## src/hw/cache_pkg.sv

```systemverilog
`default_nettype none

package cache_pkg;

    localparam int ADDR_W = 16;    // word address, CPU and memory
    localparam int DATA_W = 32;    // one word per line

    typedef logic [ADDR_W-1:0] addr_t;
    typedef logic [DATA_W-1:0] data_t;

    // controller states
    typedef enum logic [2:0]
    {
        IDLE            = 3'd0,
        PROCESS_REQUEST = 3'd1,
        CACHE_ALLOCATE  = 3'd2,
        WRITEBACK       = 3'd3,
        FLUSH           = 3'd4
    } cache_state_t;

endpackage

`default_nettype wire

```

## src/hw/cache_controller.sv

```systemverilog
`timescale 1ns/1ns
`default_nettype none

module cache_controller
(
    input  wire logic clk,
    input  wire logic rst,
    input  wire logic cpu_req_i,
    input  wire logic cpu_we_i,
    input  wire logic flush_i,
    input  wire logic hit_i,
    input  wire logic dirty_i,
    input  wire logic flush_done_i,
    input  wire logic mem_ack_i,
    output logic      wr_en_o,
    output logic      rd_en_o,
    output logic      fill_en_o,
    output logic      mem_rd_o,
    output logic      mem_wr_o,
    output logic      cache_clean_o,
    output logic      cpu_ack_o,
    output logic      stall_o
);

    import cache_pkg::*;

    cache_state_t c_state;
    cache_state_t n_state;

    always_ff @(posedge clk or negedge rst)
    begin
        if (!rst)
            c_state <= IDLE;
        else
            c_state <= n_state;
    end

    always_comb
    begin
        n_state = c_state;
        case (c_state)
            IDLE:
            begin
                if (cpu_req_i)                 // request wins over flush
                    n_state = PROCESS_REQUEST;
                else if (flush_i)
                    n_state = FLUSH;
            end
            PROCESS_REQUEST:
            begin
                if (hit_i)
                    n_state = IDLE;
                else if (dirty_i)
                    n_state = WRITEBACK;       // victim goes out first
                else
                    n_state = CACHE_ALLOCATE;
            end
            CACHE_ALLOCATE:
            begin
                if (mem_ack_i)
                    n_state = PROCESS_REQUEST; // replay as a hit
            end
            WRITEBACK:
            begin
                if (mem_ack_i)
                begin
                    if (flush_i)
                        n_state = FLUSH;
                    else
                        n_state = CACHE_ALLOCATE;
                end
            end
            FLUSH:
            begin
                if (flush_done_i)
                    n_state = IDLE;
                else if (dirty_i)
                    n_state = WRITEBACK;
            end
            default:
            begin
                n_state = IDLE;
            end
        endcase
    end

    always_comb
    begin
        wr_en_o       = 1'b0;
        rd_en_o       = 1'b0;
        fill_en_o     = 1'b0;
        mem_rd_o      = 1'b0;
        mem_wr_o      = 1'b0;
        cache_clean_o = 1'b0;
        cpu_ack_o     = 1'b0;
        stall_o       = 1'b1;
        case (c_state)
            IDLE:
            begin
                stall_o = cpu_req_i;
            end
            PROCESS_REQUEST:
            begin
                if (hit_i)
                begin
                    cpu_ack_o = 1'b1;
                    if (cpu_we_i)
                        wr_en_o = 1'b1;
                    else
                        rd_en_o = 1'b1;
                end
                else if (dirty_i)
                    mem_wr_o = 1'b1;
                else
                    mem_rd_o = 1'b1;
            end
            CACHE_ALLOCATE:
            begin
                if (mem_ack_i)
                    fill_en_o = 1'b1;          // line written from mem_rdata
                else
                    mem_rd_o = 1'b1;
            end
            WRITEBACK:
            begin
                if (mem_ack_i)
                begin
                    if (flush_i)
                        cache_clean_o = 1'b1;  // scanned line now clean
                    else
                        mem_rd_o = 1'b1;
                end
                else
                    mem_wr_o = 1'b1;
            end
            FLUSH:
            begin
                if (flush_done_i)
                    cpu_ack_o = 1'b1;
                else if (dirty_i)
                    mem_wr_o = 1'b1;
                else
                    cache_clean_o = 1'b1;      // skip clean line
            end
            default:
            begin
                stall_o = 1'b1;
            end
        endcase
    end

endmodule

`default_nettype wire

```

## src/hw/cache_store.sv

```systemverilog
`timescale 1ns/1ns
`default_nettype none

module cache_store
#(
    parameter int INDEX_W = 4
)
(
    input  wire logic             clk,
    input  wire logic             rst,
    input  wire cache_pkg::addr_t cpu_addr_i,
    input  wire cache_pkg::data_t cpu_wdata_i,
    input  wire logic             wr_en_i,
    input  wire logic             rd_en_i,
    input  wire logic             fill_en_i,
    input  wire logic             cache_clean_i,
    input  wire logic             mem_wr_i,
    input  wire logic             flushing_i,
    input  wire cache_pkg::data_t mem_rdata_i,
    output cache_pkg::data_t      cpu_rdata_o,
    output logic                  hit_o,
    output logic                  dirty_o,
    output logic                  flush_done_o,
    output cache_pkg::addr_t      mem_addr_o,
    output cache_pkg::data_t      mem_wdata_o
);

    import cache_pkg::*;

    localparam int LINES = 1 << INDEX_W;
    localparam int TAG_W = ADDR_W - INDEX_W;

    data_t              data_mem [LINES];
    logic [TAG_W-1:0]   tag_mem  [LINES];
    logic [LINES-1:0]   valid_q;
    logic [LINES-1:0]   dirty_q;
    logic [INDEX_W:0]   scan_q;        // extra bit marks end of scan

    logic [INDEX_W-1:0] req_idx;
    logic [TAG_W-1:0]   req_tag;
    logic [INDEX_W-1:0] scan_idx;
    logic [INDEX_W-1:0] wb_idx;

    assign req_idx  = cpu_addr_i[INDEX_W-1:0];
    assign req_tag  = cpu_addr_i[ADDR_W-1:INDEX_W];
    assign scan_idx = scan_q[INDEX_W-1:0];

    // line that a writeback would send out
    assign wb_idx = flushing_i ? scan_idx : req_idx;

    assign hit_o        = valid_q[req_idx] && (tag_mem[req_idx] == req_tag);
    assign dirty_o      = dirty_q[wb_idx];
    assign flush_done_o = scan_q[INDEX_W];

    assign cpu_rdata_o = rd_en_i ? data_mem[req_idx] : '0;
    assign mem_wdata_o = data_mem[wb_idx];

    // victim address on writeback, request address on allocate
    always_comb
    begin
        if (mem_wr_i)
            mem_addr_o = {tag_mem[wb_idx], wb_idx};
        else
            mem_addr_o = cpu_addr_i;
    end

    always_ff @(posedge clk)
    begin
        if (fill_en_i)
        begin
            data_mem[req_idx] <= mem_rdata_i;
            tag_mem[req_idx]  <= req_tag;
        end
        else if (wr_en_i)
            data_mem[req_idx] <= cpu_wdata_i;
    end

    always_ff @(posedge clk or negedge rst)
    begin
        if (!rst)
        begin
            valid_q <= '0;
            dirty_q <= '0;
        end
        else if (fill_en_i)
        begin
            valid_q[req_idx] <= 1'b1;
            dirty_q[req_idx] <= 1'b0;  // fresh copy of memory
        end
        else if (wr_en_i)
            dirty_q[req_idx] <= 1'b1;
        else if (cache_clean_i)
            dirty_q[scan_idx] <= 1'b0;
    end

    // flush scan pointer
    always_ff @(posedge clk or negedge rst)
    begin
        if (!rst)
            scan_q <= '0;
        else if (flush_done_o)
            scan_q <= '0;              // done is taken by the FSM this cycle
        else if (cache_clean_i)
            scan_q <= scan_q + 1'b1;
    end

endmodule

`default_nettype wire

```

## src/hw/cache_top.sv

```systemverilog
`timescale 1ns/1ns
`default_nettype none

module cache_top
#(
    parameter int INDEX_W = 4
)
(
    input  wire logic             clk,
    input  wire logic             rst,
    // CPU side
    input  wire logic             cpu_req_i,
    input  wire logic             cpu_we_i,
    input  wire cache_pkg::addr_t cpu_addr_i,
    input  wire cache_pkg::data_t cpu_wdata_i,
    input  wire logic             flush_i,
    output cache_pkg::data_t      cpu_rdata_o,
    output logic                  cpu_ack_o,
    output logic                  stall_o,
    // main memory side
    output logic                  mem_rd_o,
    output logic                  mem_wr_o,
    output cache_pkg::addr_t      mem_addr_o,
    output cache_pkg::data_t      mem_wdata_o,
    input  wire cache_pkg::data_t mem_rdata_i,
    input  wire logic             mem_ack_i
);

    logic wr_en;
    logic rd_en;
    logic fill_en;
    logic cache_clean;
    logic hit;
    logic dirty;
    logic flush_done;

    cache_controller cache_controller_i
    (
        .clk           (clk),
        .rst           (rst),
        .cpu_req_i     (cpu_req_i),
        .cpu_we_i      (cpu_we_i),
        .flush_i       (flush_i),
        .hit_i         (hit),
        .dirty_i       (dirty),
        .flush_done_i  (flush_done),
        .mem_ack_i     (mem_ack_i),
        .wr_en_o       (wr_en),
        .rd_en_o       (rd_en),
        .fill_en_o     (fill_en),
        .mem_rd_o      (mem_rd_o),
        .mem_wr_o      (mem_wr_o),
        .cache_clean_o (cache_clean),
        .cpu_ack_o     (cpu_ack_o),
        .stall_o       (stall_o)
    );

    cache_store
    #(
        .INDEX_W (INDEX_W)
    )
    cache_store_i
    (
        .clk           (clk),
        .rst           (rst),
        .cpu_addr_i    (cpu_addr_i),
        .cpu_wdata_i   (cpu_wdata_i),
        .wr_en_i       (wr_en),
        .rd_en_i       (rd_en),
        .fill_en_i     (fill_en),
        .cache_clean_i (cache_clean),
        .mem_wr_i      (mem_wr_o),     // picks the victim address
        .flushing_i    (flush_i),
        .mem_rdata_i   (mem_rdata_i),
        .cpu_rdata_o   (cpu_rdata_o),
        .hit_o         (hit),
        .dirty_o       (dirty),
        .flush_done_o  (flush_done),
        .mem_addr_o    (mem_addr_o),
        .mem_wdata_o   (mem_wdata_o)
    );

endmodule

`default_nettype wire

```

## config.mk

```make
export PLATFORM = sky130hd
export DESIGN_NAME = cache_top
export DESIGN_NICKNAME = d
export VERILOG_FILES = /design/src/hw/cache_pkg.sv /design/src/hw/cache_controller.sv /design/src/hw/cache_store.sv /design/src/hw/cache_top.sv
export SDC_FILE = /design/constraint.sdc
export NUM_CORES = 1
export LEC_CHECK = 0
export BUFFER_PORTS_ARGS = -buffer_cell sky130_fd_sc_hd__clkbuf_2
export CAP_MARGIN = 10
export CORE_UTILIZATION = 40
export CTS_BUF_LIST = sky130_fd_sc_hd__clkbuf_8
export DETAILED_ROUTE_END_ITERATION = 10
export PLACE_DENSITY = 0.63
export SYNTH_ARGS = -nofsm -noshare
export SYNTH_HDL_FRONTEND = slang
export SYNTH_HIERARCHICAL = 1
export SYNTH_SLANG_ARGS = --single-unit
```

## constraint.sdc

```tcl
create_clock -name clk -period 6.7 [get_ports clk]
set_clock_uncertainty 0.2 [all_clocks]
set_input_delay 1.675 -clock clk [delete_from_list [all_inputs] [get_ports clk]]
set_output_delay 1.675 -clock clk [all_outputs]
set_load 0.005 [all_outputs]
```

==> implementation parameters, run 1 <==
Parameter                              Value

Outcome
  Result of the run    finished, violations left
  Failing checks    setup timing

CTS
  Maximum level of the CTS H-tree    3
  TritonCTS Buffers    between 100 and 150
  Buffer cell driving the clock tree root    sky130_fd_sc_hd__clkbuf_8
  Source-to-sink clock delay at the later pin of the worst-skew pair    0.78 ns
  Clock transition time at the flip-flop clock pins of the worst setup and hold paths    0.06 ns
  Clock tree buffer depth    3
  TritonCTS clock tree    built
  CTS sink count    744
  Hold-fix buffers, CTS    0

Synth
  Count of yosys warnings during synthesis    6
  Cell area after technology mapping    0.03535 mm^2
  Synthesized instance count    1866
  Number of different library cells in the post-synthesis netlist    between 50 and 60
  Area share of the largest cell type after synthesis    59.80%
  Top cells by area, synth    sky130_fd_sc_hd__edfxtp_1, sky130_fd_sc_hd__mux4_2, sky130_fd_sc_hd__dfrtp_1, sky130_fd_sc_hd__mux2_2, sky130_fd_sc_hd__and2_1
  Register bit total from synthesis    roughly 740
  Fraction of the yosys area taken by sequential cells    62.64%
  Fraction of synthesis flops using an asynchronous set or reset pin    5.376%
  Cell taking the most area after synthesis    sky130_fd_sc_hd__edfxtp_1
  Post-synth EDFFs    704
  Post-synth top flop    sky130_fd_sc_hd__edfxtp_1
  Average cell area after synthesis    18.94 um^2
  Syn_nets    1956

STA
  Max Fclk    145.9 MHz
  Number of setup violations in the final report    36
  Total negative slack    -3.590 ns
  Final-report hold violation count    0
  Post-route fraction of the period consumed by the critical path    102.3%
  Actual slew at the worst max-slew pin    between 1 and 1.5 ns
  Total count of max-transition violations in the final report    0
  Minimum period implied by the final worst setup slack    6.852 ns
  Final worst-path setup slack    -0.1524 ns
  Slew HR    between 20% and 30%
  RSZ-0062 raised after global routing    true

Final layout
  Ratio of cells with drive above 1 in the final layout    a little over two fifths
  Final core area utilization    47.23%
  Total area of multi-input combinational cells    about 0.013 mm^2
  Most common library cell in the layout ignoring fill and taps    sky130_fd_sc_hd__edfxtp_1
  Highest-count cells in the layout ignoring fill and taps    sky130_fd_sc_hd__edfxtp_1, sky130_fd_sc_hd__mux4_2, sky130_fd_sc_hd__clkbuf_2
  FF/Latch Area    0.02214 mm^2
  Synth-to-layout area growth    16.44%
  Design Area, Final    0.04116 mm^2
  Fill count    7300
  Number of nets in the finished design    2234

Placement
  Final GP Congestion    0.8377
  Standard cell area after detailed placement    0.03853 mm^2
  Number of buffers inserted by port buffering    between 150 and 200
  Detail Placement HPWL    about 55 mm

Floorplan
  Y dimension of the die    299.3 um
  Boundary Pins    170
  Standard cell core area    0.08716 mm^2
  Horizontal extent of the die    approximately 300 um
  Die area    0.08957 mm^2
  Rows    108
  Starting density of the core    40.56%

Routing
  Post-detailed-routing wire length    96.10 mm
  Drt wl/cell    between 20 and 30 um
  Number of vias per cell after detailed routing    6.050
  First drt pass iteration count    5
  Antenna-violating nets left    0
  Number of violations reported at the end of detailed-routing iteration 0    between 2000 and 2500
  # DRC    0
  Total via count in the routed design    20560

Power
  Worst vdd rail ir drop    0.1776 mV
  Standby leakage power    13.72 nW
  Power per cell area    285.8 mW/mm^2

Critical path
  Type of the worst setup path    primary input to output port
  Type of element capturing the critical path    output port
  Worst Path Required    4.83 ns
  Startpoint kind of the worst setup timing path    primary input
  Maximum fanout encountered on the critical timing path    8
  Critical path arrival    4.98 ns

Global route
  Number of antenna violations at the first check in global routing    3
  Total gr overflow    0
  Pin count of the biggest net entering global routing    62
  Global-route total usage across every layer    21.57%
  Number of global-route vias before repair    between 20000 and 25000
  Global-route wire length before repair    142.1 mm

Hold path
  Hold/Removal Path Class    flop to flop

Run
  Number of maximum-capacitance violations    0
-- state kept, by name, summed over array words and instances (netlist names) --
signal / count
cache_store_i/tag_mem: 192
cache_store_i/data_mem: 512
cache_controller_i/c_state: 3
cache_store_i/dirty_q: 16
cache_store_i/valid_q: 16
cache_store_i/scan_q: 5
-- layer usage --
layer | global-route usage [%] | vias to the layer above | share of wire, %
li1 | - | 8435 | -
met5 | 0 | - | 0.015
met3 | 4.334 | 169 | 8.0
met1 | 29.08 | 10910 | 40
met4 | 5.709 | 2 | 2.4
met2 | 35.81 | 1038 | 50
-- layout make-up --
type	count	area share, %
Multi-Input combinational cell	969	30.98
Timing Repair Buffer	302	6.441
Clock inverter	99	1.234
Tap cell	1155	3.511
Clock buffer	118	3.946
Antenna cell	2	0.01216
Inverter	9	0.08207
Sequential cell	744	53.79
-- cells in the mapped netlist (3+ instances only) --
master	n
sky130_fd_sc_hd__clkbuf_1	61
sky130_fd_sc_hd__nand4_1	5
sky130_fd_sc_hd__buf_1	8
sky130_fd_sc_hd__buf_4	21
sky130_fd_sc_hd__buf_6	6
sky130_fd_sc_hd__a22oi_1	4
sky130_fd_sc_hd__ha_1	4
sky130_fd_sc_hd__a22o_1	3
sky130_fd_sc_hd__nor3b_1	4
sky130_fd_sc_hd__nor3_1	4
sky130_fd_sc_hd__nand3_1	6
sky130_fd_sc_hd__dfrtp_1	40
sky130_fd_sc_hd__and2_1	75
sky130_fd_sc_hd__edfxtp_1	704
sky130_fd_sc_hd__a211oi_1	41
sky130_fd_sc_hd__buf_2	45
sky130_fd_sc_hd__a221oi_1	3
sky130_fd_sc_hd__mux2i_1	23
sky130_fd_sc_hd__nand2b_1	7
sky130_fd_sc_hd__a2bb2oi_1	3
sky130_fd_sc_hd__nor2_1	70
sky130_fd_sc_hd__xor2_1	4
sky130_fd_sc_hd__o21ai_0	11
sky130_fd_sc_hd__xnor2_1	11
sky130_fd_sc_hd__o22a_1	10
sky130_fd_sc_hd__nor2b_1	4
sky130_fd_sc_hd__a31oi_1	49
sky130_fd_sc_hd__o211ai_1	4
sky130_fd_sc_hd__o22ai_1	3
sky130_fd_sc_hd__nand2_1	122
sky130_fd_sc_hd__a21oi_1	26
sky130_fd_sc_hd__mux4_2	390
sky130_fd_sc_hd__mux2_2	42
sky130_fd_sc_hd__inv_1	7
sky130_fd_sc_hd__or2_2	18
-- worst max-delay path: stages --
cell and delay (ns):
sky130_fd_sc_hd__buf_16 0.12, sky130_fd_sc_hd__buf_6 0.13, sky130_fd_sc_hd__buf_12 0.13, sky130_fd_sc_hd__mux4_2 0.52, sky130_fd_sc_hd__a2bb2oi_1 0.17, sky130_fd_sc_hd__nor2_1 0.06
sky130_fd_sc_hd__a21oi_1 0.17, sky130_fd_sc_hd__nand4_1 0.22, sky130_fd_sc_hd__a2111oi_4 0.48, sky130_fd_sc_hd__buf_4 0.18, sky130_fd_sc_hd__nand3b_1 0.12, sky130_fd_sc_hd__nor3_2 0.26
sky130_fd_sc_hd__clkbuf_16 0.27, sky130_fd_sc_hd__clkbuf_16 0.19, sky130_fd_sc_hd__and2_4 0.14, sky130_fd_sc_hd__buf_6 0.09
-- through the flow --
stage               std cells  setup slack (ns)  total power, mW  hold WS [ns]
floorplan                1866           -0.1394            7.273        0.2337
global placement         3171           -0.1451            8.220        0.2480
detailed placement       3171           -0.1714            8.238        0.2521
CTS                      3396          -0.01552            11.85        0.2657
global route             3397           -0.2128            12.21        0.2777
finish                   3398           -0.1524            11.77        0.2612
-- report_power, final --
part / leakage [nW] / internal, mW / total [mW] / switching [mW]
Sequential: 6.86 / 5.22 / 5.33 / 0.108
Clock: 1.24 / 1.73 / 3.57 / 1.84
Combinational: 5.62 / 1.37 / 2.87 / 1.50
-- path summary, 6_finish.rpt --
path,endpoint,cells past startpoint,startpoint,slack (ns)
hold reg to reg,cache_store_i/valid_q[10]$_DFFE_PN0P_,1,cache_store_i/valid_q[10]$_DFFE_PN0P_,0.26
setup reg to reg,cache_store_i/data_mem[14][29]$_DFFE_PP_,14,cache_store_i/tag_mem[12][4]$_DFFE_PP_,1.81
max in group asynchronous,cache_store_i/dirty_q[8]$_DFFE_PN0P_,1,rst,4.66
hold / removal,cache_store_i/valid_q[10]$_DFFE_PN0P_,1,cache_store_i/valid_q[10]$_DFFE_PN0P_,0.26
min in group asynchronous,cache_store_i/valid_q[5]$_DFFE_PN0P_,1,rst,0.94
setup / recovery,cpu_rdata_o[23],16,cpu_addr_i[0],-0.15
-- logic make-up after synthesis --
family	count (synthesis)	share of synthesized area, %
DFF	744	62.64
muxes	457	26.91
and+or+nand+nor	326	4.463
AOI/OAI and AO/OA	167	3.235
buffers and inverters	153	2.244
xor gates and xnor gates	15	0.3716
adders and majority gates	4	0.1416
-- timing repair --
item / CTS / global route
setup endpoints to repair: 48 / 48
gates resized for setup: 25 / 65
pin swaps: 10 / 8
gates cloned: 4 / 1
buffers inserted: 5 / 1
Power figures use the tool's default switching activity.
==> run 2, diff against run 1 <==
- CORE_UTILIZATION: 40 -> 53
- PLACE_DENSITY: 0.63 -> 0.78
==> implementation parameters, run 2 (synthesis gave the netlist of run 1 again) <==
Parameter                              Value

Routing
  First drt pass iteration count    5 (unchanged)
  Antenna-violating nets left    0 (unchanged)
  Total via count in the routed design    21150 (was 20560)
  Drt wl/cell    30.19 um (was 28.28 um)
  Number of vias per cell after detailed routing    6.828 (was 6.050)
  Number of violations reported at the end of detailed-routing iteration 0    2823 (was 2037)
  # DRC    0 (unchanged)
  Post-detailed-routing wire length    93.53 mm (was 96.10 mm)

Global route
  Number of antenna violations at the first check in global routing    1 (was 3)
  Global-route total usage across every layer    27.80% (was 21.57%)
  Number of global-route vias before repair    21590 (was 21430)
  Global-route wire length before repair    137.1 mm (was 142.1 mm)
  Pin count of the biggest net entering global routing    69 (was 62)
  Total gr overflow    0 (unchanged)

Floorplan
  Standard cell core area    0.06586 mm^2 (was 0.08716 mm^2)
  Starting density of the core    53.67% (was 40.56%)
  Die area    0.06773 mm^2 (was 0.08957 mm^2)
  Boundary Pins    170 (unchanged)
  Rows    94 (was 108)
  Horizontal extent of the die    260.3 um (was 299.3 um)
  Y dimension of the die    260.3 um (was 299.3 um)

CTS
  Maximum level of the CTS H-tree    3 (unchanged)
  Buffer cell driving the clock tree root    sky130_fd_sc_hd__clkbuf_8 (unchanged)
  Clock tree buffer depth    3 (unchanged)
  Hold-fix buffers, CTS    0 (unchanged)
  Source-to-sink clock delay at the later pin of the worst-skew pair    0.74 ns (was 0.78 ns)
  TritonCTS Buffers    114 (was 118)
  CTS sink count    744 (unchanged)
  TritonCTS clock tree    built (unchanged)
  Clock transition time at the flip-flop clock pins of the worst setup and hold paths    0.06 ns (about the same)

Placement
  Placed Cells incl. Taps    2871 (was 3171)
  Number of buffers inserted by port buffering    169 (unchanged)
  Final GP Congestion    0.8699 (was 0.8377)
  Detail Placement HPWL    54.62 mm (was 55.28 mm)
  Worst slack after detailed placement    -0.2526 ns (was -0.1714 ns)

Critical path
  Critical path arrival    4.93 ns (was 4.98 ns)
  Number of logic stages on the critical path including buffering    15 (was 16)
  CP cell instances    buf_16 > mux4_2 > mux4_2 > xnor2_2 > nand4_1 > a2111oi_4 > buf_4 > or3b_4 > a21oi_4 > nand2_2 > nand2_4 > buf_12 > buf_12 > mux2_2 > clkbuf_2 (was buf_16 > buf_6 > buf_12 > mux4_2 > a2bb2oi_1 > nor2_1 > a21oi_1 > nand4_1 > a2111oi_4 > buf_4 > nand3b_1 > nor3_2 > clkbuf_16 > clkbuf_16 > and2_4 > buf_6)
  Worst reg2reg startpoint    cache_store_i/tag_mem[3][2]$_DFFE_PP_ (was cache_store_i/tag_mem[12][4]$_DFFE_PP_)
  Launch point of the worst path    cpu_addr_i[0] (unchanged)
  FF-to-FF End    cache_store_i/data_mem[2][3]$_DFFE_PP_ (was cache_store_i/data_mem[14][29]$_DFFE_PP_)
  Worst R2R Path Depth    17 (was 14)
  Maximum fanout encountered on the critical timing path    8 (unchanged)
  Worst path bufs/invs    5 (was 7)
  Critical Path Max Stage Delay    0.52 ns (about the same)
  Worst Path Required    4.83 ns (about the same)
  Startpoint kind of the worst setup timing path    primary input (unchanged)
  CP delay by family, top    multiplexers (was buffers and inverters)
  Type of the worst setup path    primary input to output port (unchanged)
  Type of element capturing the critical path    output port (unchanged)
  R2R setup slack    1.54 ns (was 1.81 ns)
  Crit-path slowest cell    sky130_fd_sc_hd__mux4_2 (unchanged)
  Worst setup path endpoint    mem_addr_o[4] (was cpu_rdata_o[23])

Hold path
  Hold/Removal Path Class    flop to flop (unchanged)

Power
  Overall Power    11.94 mW (was 11.77 mW)
  Gate power share    23.6% (was 24.4%)
  Power share of the sequential group    44.7% (was 45.3%)
  Standby leakage power    13.70 nW (was 13.72 nW)
  Sw Share    28.36% (was 29.30%)
  Relative contribution of the clock network to total power    31.7% (was 30.3%)
  Internal power contribution    8.552 mW (was 8.319 mW)
  Switching power    3.386 mW (was 3.447 mW)
  Power per cell area    292.5 mW/mm^2 (was 285.8 mW/mm^2)
  Worst vdd rail ir drop    0.1813 mV (was 0.1776 mV)

STA
  Final-report hold violation count    0 (unchanged)
  Post-route fraction of the period consumed by the critical path    101.5% (was 102.3%)
  Final worst-path setup slack    -0.1024 ns (was -0.1524 ns)
  Total negative slack    -0.9062 ns (was -3.590 ns)
  Minimum period implied by the final worst setup slack    6.802 ns (was 6.852 ns)
  Total count of max-transition violations in the final report    0 (unchanged)
  RSZ-0062 raised after global routing    true (unchanged)
  Slew HR    10.73% (was 23.04%)
  Max Fclk    147.0 MHz (was 145.9 MHz)
  Number of setup violations in the final report    26 (was 36)
  Actual slew at the worst max-slew pin    1.334 ns (was 1.150 ns)

Outcome
  Result of the run    finished, violations left (unchanged)
  Failing checks    setup timing (unchanged)

Final layout
  Number of nets in the finished design    2230 (was 2234)
  Ratio of cells with drive above 1 in the final layout    43.22% (was 42.84%)
  Final non-filler cell total    3098 (was 3398)
  Synth-to-layout area growth    15.44% (was 16.44%)
  Most common library cell in the layout ignoring fill and taps    sky130_fd_sc_hd__edfxtp_1 (unchanged)
  Highest-count cells in the layout ignoring fill and taps    sky130_fd_sc_hd__edfxtp_1, sky130_fd_sc_hd__mux4_2, sky130_fd_sc_hd__clkbuf_2 (unchanged)
  Regs by FF count    cache_store_i/data_mem: 512 flops, cache_store_i/tag_mem: 192 flops (unchanged)
  Largest register by flop count    cache_store_i/data_mem (unchanged)
  Max FFs per register    512 (unchanged)

Run
  Number of maximum-capacitance violations    0 (unchanged)
## run 2: worst min-delay path by stage
stage,cells past startpoint,endpoint,from
finish,1,cache_store_i/valid_q[13]$_DFFE_PN0P_,cache_store_i/valid_q[13]$_DFFE_PN0P_
global route,1,cache_store_i/valid_q[3]$_DFFE_PN0P_,cache_store_i/valid_q[3]$_DFFE_PN0P_
CTS,1,cache_store_i/valid_q[13]$_DFFE_PN0P_,cache_store_i/valid_q[13]$_DFFE_PN0P_
detailed placement,1,cache_store_i/valid_q[13]$_DFFE_PN0P_,cache_store_i/valid_q[13]$_DFFE_PN0P_
global placement,1,cache_store_i/valid_q[10]$_DFFE_PN0P_,cache_store_i/valid_q[10]$_DFFE_PN0P_
floorplan,1,cache_store_i/valid_q[10]$_DFFE_PN0P_,cache_store_i/valid_q[10]$_DFFE_PN0P_
## run 2: layout make-up
cell class	count	area [um^2]
inverters	9	33.78
repair buffers	302	2566
flip-flops and latches	744	22140
clock buffers	119	1638
multi-input cells	969	12720
clock inverters	90	624.3
diodes	1	2.502
well taps	864	1081
fillers	4526	25060
## run 2: worst reg2reg max path: stages, from the launching register on
cell and delay, ns:
sky130_fd_sc_hd__edfxtp_1 0.39, sky130_fd_sc_hd__mux4_2 0.50, sky130_fd_sc_hd__mux4_2 0.51, sky130_fd_sc_hd__xnor2_2 0.22, sky130_fd_sc_hd__nand4_1 0.18, sky130_fd_sc_hd__a2111oi_4 0.30, sky130_fd_sc_hd__buf_4 0.19, sky130_fd_sc_hd__nand3b_1 0.15
sky130_fd_sc_hd__buf_4 0.18, sky130_fd_sc_hd__buf_4 0.12, sky130_fd_sc_hd__buf_4 0.12, sky130_fd_sc_hd__buf_4 0.12, sky130_fd_sc_hd__nor3b_1 0.19, sky130_fd_sc_hd__buf_4 0.24, sky130_fd_sc_hd__or2_2 0.25, sky130_fd_sc_hd__nand2_1 0.28
sky130_fd_sc_hd__nor2_4 0.47, sky130_fd_sc_hd__buf_12 0.25
## run 2: timing repair
action / 4_1_cts / 5_1_grt
gates cloned: 6 / 3
pin swaps: 1 / 3
gates resized for setup: 17 / 68
buffers inserted: 7 / 2
endpoints found under the setup margin: 49 / 49
## run 2: power by group through the flow
stage          sequential [mW]  combinational (mW)  clock, mW
2_1_floorplan             5.36                1.91          0
3_3_place_gp              5.41                2.68          0
3_5_place_dp              5.42                2.72          0
4_1_cts                   5.33                2.79       3.79
5_1_grt                   5.35                2.98       3.97
6_report                  5.33                2.82       3.79
## run 2: per-stage QoR
stage          hold slack [ns]  utilization [%]  area (um^2)
6_report                0.2607            61.96        40810
5_1_grt                 0.2703            61.96        40810
4_1_cts                 0.2635            61.49        40500
3_5_place_dp            0.2488            57.57        37920
3_3_place_gp            0.2460            57.55        37900
2_1_floorplan           0.2337                -        35360
## run 2: routing by layer
layer | global-route usage (%) | up-vias | part of all wire [%] | wire length [um]
li1 | - | 8420 | - | -
met3 | 6.401 | 243 | 12 | 10860
met4 | 9.812 | 0 | 3.3 | 3073
met5 | 0 | - | 0 | 0
met2 | 44.73 | 1575 | 49 | 46070
met1 | 37.61 | 10910 | 36 | 33530
==> run 3, diff against run 2 <==
- CTS_BUF_LIST: sky130_fd_sc_hd__clkbuf_8 -> sky130_fd_sc_hd__clkbuf_16
==> implementation parameters, run 3 (synthesis gave the netlist of run 1 again) <==
Parameter                              Value

Outcome
  Result of the run    complete, no violations (was finished, violations left)

STA
  Number of setup violations in the final report    0 (was 26)
  Post-route fraction of the period consumed by the critical path    99.45% (was 101.5%)
  Minimum period implied by the final worst setup slack    6.663 ns (was 6.802 ns)
  RSZ-0062 raised after global routing    true (unchanged)
  Actual slew at the worst max-slew pin    1.091 ns (was 1.334 ns)
  Max Fclk    150.1 MHz (was 147.0 MHz)
  Slew HR    26.97% (was 10.73%)
  Total count of max-transition violations in the final report    0 (unchanged)
  Final worst-path setup slack    0.03715 ns (was -0.1024 ns)
  Final-report hold violation count    0 (unchanged)

Placement
  Number of buffers inserted by port buffering    169 (unchanged)
  Worst slack after detailed placement    -0.2526 ns (unchanged)
  Final GP Congestion    0.8699 (unchanged)
  Detail Placement HPWL    54.62 mm (unchanged)

Floorplan
  Standard cell core area    0.06586 mm^2 (unchanged)
  Horizontal extent of the die    260.3 um (unchanged)
  Die area    0.06773 mm^2 (unchanged)
  Y dimension of the die    260.3 um (unchanged)
  Boundary Pins    170 (unchanged)
  Rows    94 (unchanged)
  Starting density of the core    53.67% (unchanged)

Critical path
  Worst Path Required    4.83 ns (about the same)
  Worst reg2reg startpoint    cache_store_i/tag_mem[3][2]$_DFFE_PP_ (unchanged)
  Type of element capturing the critical path    output port (unchanged)
  CP cell instances    buf_16 > clkbuf_16 > mux4_2 > a2bb2oi_1 > a2bb2oi_1 > o31ai_1 > nand4_1 > a2111oi_4 > buf_4 > nand3b_1 > nor3_4 > clkbuf_16 > buf_12 > and2_1 > clkbuf_2 (was buf_16 > mux4_2 > mux4_2 > xnor2_2 > nand4_1 > a2111oi_4 > buf_4 > or3b_4 > a21oi_4 > nand2_2 > nand2_4 > buf_12 > buf_12 > mux2_2 > clkbuf_2)
  Maximum fanout encountered on the critical timing path    13 (was 8)
  Launch point of the worst path    cpu_addr_i[0] (unchanged)
  Type of the worst setup path    primary input to output port (unchanged)
  Crit-path slowest cell    sky130_fd_sc_hd__mux4_2 (unchanged)
  Startpoint kind of the worst setup timing path    primary input (unchanged)
  Critical Path Max Stage Delay    0.51 ns (was 0.52 ns)
  Critical path arrival    4.79 ns (was 4.93 ns)

CTS
  Hold-fix buffers, CTS    0 (unchanged)
  TritonCTS Buffers    77 (was 114)
  CTS sink count    744 (unchanged)
  Maximum level of the CTS H-tree    3 (unchanged)
  Buffer cell driving the clock tree root    sky130_fd_sc_hd__clkbuf_16 (was sky130_fd_sc_hd__clkbuf_8)
  TritonCTS clock tree    built (unchanged)
  Source-to-sink clock delay at the later pin of the worst-skew pair    0.63 ns (was 0.74 ns)
  Clock tree buffer depth    3 (unchanged)
  Clock transition time at the flip-flop clock pins of the worst setup and hold paths    0.06 ns (about the same)

Hold path
  Hold Startpoint    cache_store_i/valid_q[13]$_DFFE_PN0P_ (unchanged)
  Hold/Removal Path Class    flop to flop (unchanged)

Final layout
  Max FFs per register    512 (unchanged)
  Highest-count cells in the layout ignoring fill and taps    sky130_fd_sc_hd__edfxtp_1, sky130_fd_sc_hd__mux4_2, sky130_fd_sc_hd__clkbuf_2 (unchanged)
  Number of nets in the finished design    2191 (was 2230)
  Regs by FF count    cache_store_i/data_mem: 512 flops, cache_store_i/tag_mem: 192 flops (unchanged)
  Fill count    4503 (was 4526)
  Most common library cell in the layout ignoring fill and taps    sky130_fd_sc_hd__edfxtp_1 (unchanged)
  Total area of multi-input combinational cells    0.01262 mm^2 (was 0.01272 mm^2)
  Number of diodes added for antenna fixing    0 (was 1)
  Synth-to-layout area growth    14.91% (was 15.44%)
  Largest register by flop count    cache_store_i/data_mem (unchanged)
  Ratio of cells with drive above 1 in the final layout    41.27% (was 43.22%)
  FF/Latch Area    0.02214 mm^2 (unchanged)

Routing
  Total via count in the routed design    21010 (was 21150)
  First drt pass iteration count    6 (was 5)
  Post-detailed-routing wire length    93.88 mm (was 93.53 mm)
  Number of violations reported at the end of detailed-routing iteration 0    2649 (was 2823)
  Number of vias per cell after detailed routing    6.950 (was 6.828)
  Drt wl/cell    31.06 um (was 30.19 um)
  # DRC    0 (unchanged)
  Antenna-violating nets left    0 (unchanged)

Power
  Standby leakage power    13.53 nW (was 13.70 nW)
  Overall Power    12.25 mW (was 11.94 mW)
  Power per cell area    301.7 mW/mm^2 (was 292.5 mW/mm^2)
  Worst vdd rail ir drop    0.2247 mV (was 0.1813 mV)

Global route
  Total gr overflow    0 (unchanged)
  Number of antenna violations at the first check in global routing    0 (was 1)
  Global-route wire length before repair    137.9 mm (was 137.1 mm)
  Pin count of the biggest net entering global routing    69 (unchanged)
  Number of global-route vias before repair    21410 (was 21590)
  Global-route total usage across every layer    28.10% (was 27.80%)

Run
  Number of maximum-capacitance violations    0 (unchanged)
==> run 3: changes by cell type in the layout (fill, tap and decap cells not counted), moves of 4 or more <==
cell | previous run | this run
sky130_fd_sc_hd__and2_4 | 23 | 0
sky130_fd_sc_hd__inv_1 | 32 | 18
sky130_fd_sc_hd__clkbuf_8 | 119 | 0
sky130_fd_sc_hd__buf_2 | 4 | 0
sky130_fd_sc_hd__buf_6 | 23 | 4
sky130_fd_sc_hd__clkinv_2 | 20 | 11
sky130_fd_sc_hd__clkinv_1 | 32 | 20
sky130_fd_sc_hd__and2_1 | 52 | 75
sky130_fd_sc_hd__clkbuf_16 | 3 | 80
sky130_fd_sc_hd__clkbuf_2 | 141 | 165
==> run 3: cell type report <==
cell class | instances | share of cell area (%)
sequential | 744 | 54.51
multi-input combinational | 969 | 31.07
timing repair buffer | 300 | 5.698
clock buffer | 77 | 4.744
tap | 864 | 2.661
clock inverter | 60 | 1.235
inverter | 9 | 0.08317
==> run 3: worst paths after layout <==
path                                                             end  slack [ns]  depth (start not counted)
max                                                  cpu_rdata_o[19]        0.04                         15
min                            cache_store_i/valid_q[13]$_DFFE_PN0P_        0.26                          1
max reg2reg                  cache_store_i/data_mem[11][9]$_DFFE_PP_        1.87                         14
min reg2reg                    cache_store_i/valid_q[13]$_DFFE_PN0P_        0.26                          1
max in group asynchronous  cache_controller_i/c_state[2]$_DFFE_PN0P_        4.59                          1
min in group asynchronous       cache_store_i/valid_q[8]$_DFFE_PN0P_        1.04                          1
==> run 3: through the flow <==
| stage | std cells | hold WS, ns | setup TNS (ns) | utilization (%) | cell area, um^2 |
|---|---|---|---|---|---|
| 2_1_floorplan | 1866 | 0.2337 | -52.05 | - | 35360 |
| 3_3_place_gp | 2870 | 0.2460 | -7.046 | 57.55 | 37900 |
| 3_5_place_dp | 2871 | 0.2488 | -10.11 | 57.57 | 37920 |
| 4_1_cts | 3010 | 0.2629 | 0 | 61.40 | 40440 |
| 5_1_grt | 3023 | 0.2699 | -0.04522 | 61.67 | 40620 |
| 6_report | 3023 | 0.2619 | 0 | 61.67 | 40620 |
==> run 3: critical path: cells and delay by family <==
kind            cells  cell delay [ns]
compound gates      4             0.86
mux                 1             0.51
simple gates        4             0.73
buf+inv             6             0.97
==> run 3: layer usage <==
| metal | vias up | part of all wire, % | global-route usage (%) |
|---|---|---|---|
| li1 | 8317 | - | - |
| met4 | 0 | 3.7 | 10.92 |
| met3 | 240 | 11 | 7.148 |
| met2 | 1574 | 49 | 45.05 |
| met5 | - | 0 | 0 |
| met1 | 10880 | 36 | 37.26 |
==> run 3: report_power, final <==
group          internal, mW  switching (mW)
clock network          2.34            1.83
logic                  1.29            1.46
registers              5.22           0.111
total                  8.85            3.40
==> run 3: timing repair <==
item                       in CTS  in global routing
setup endpoints to repair      49                 47
hold endpoints to repair        0                  0
pin swaps                       2                  2
cloned                          2                  3
resized for setup               7                 10
buffers inserted                0                  9
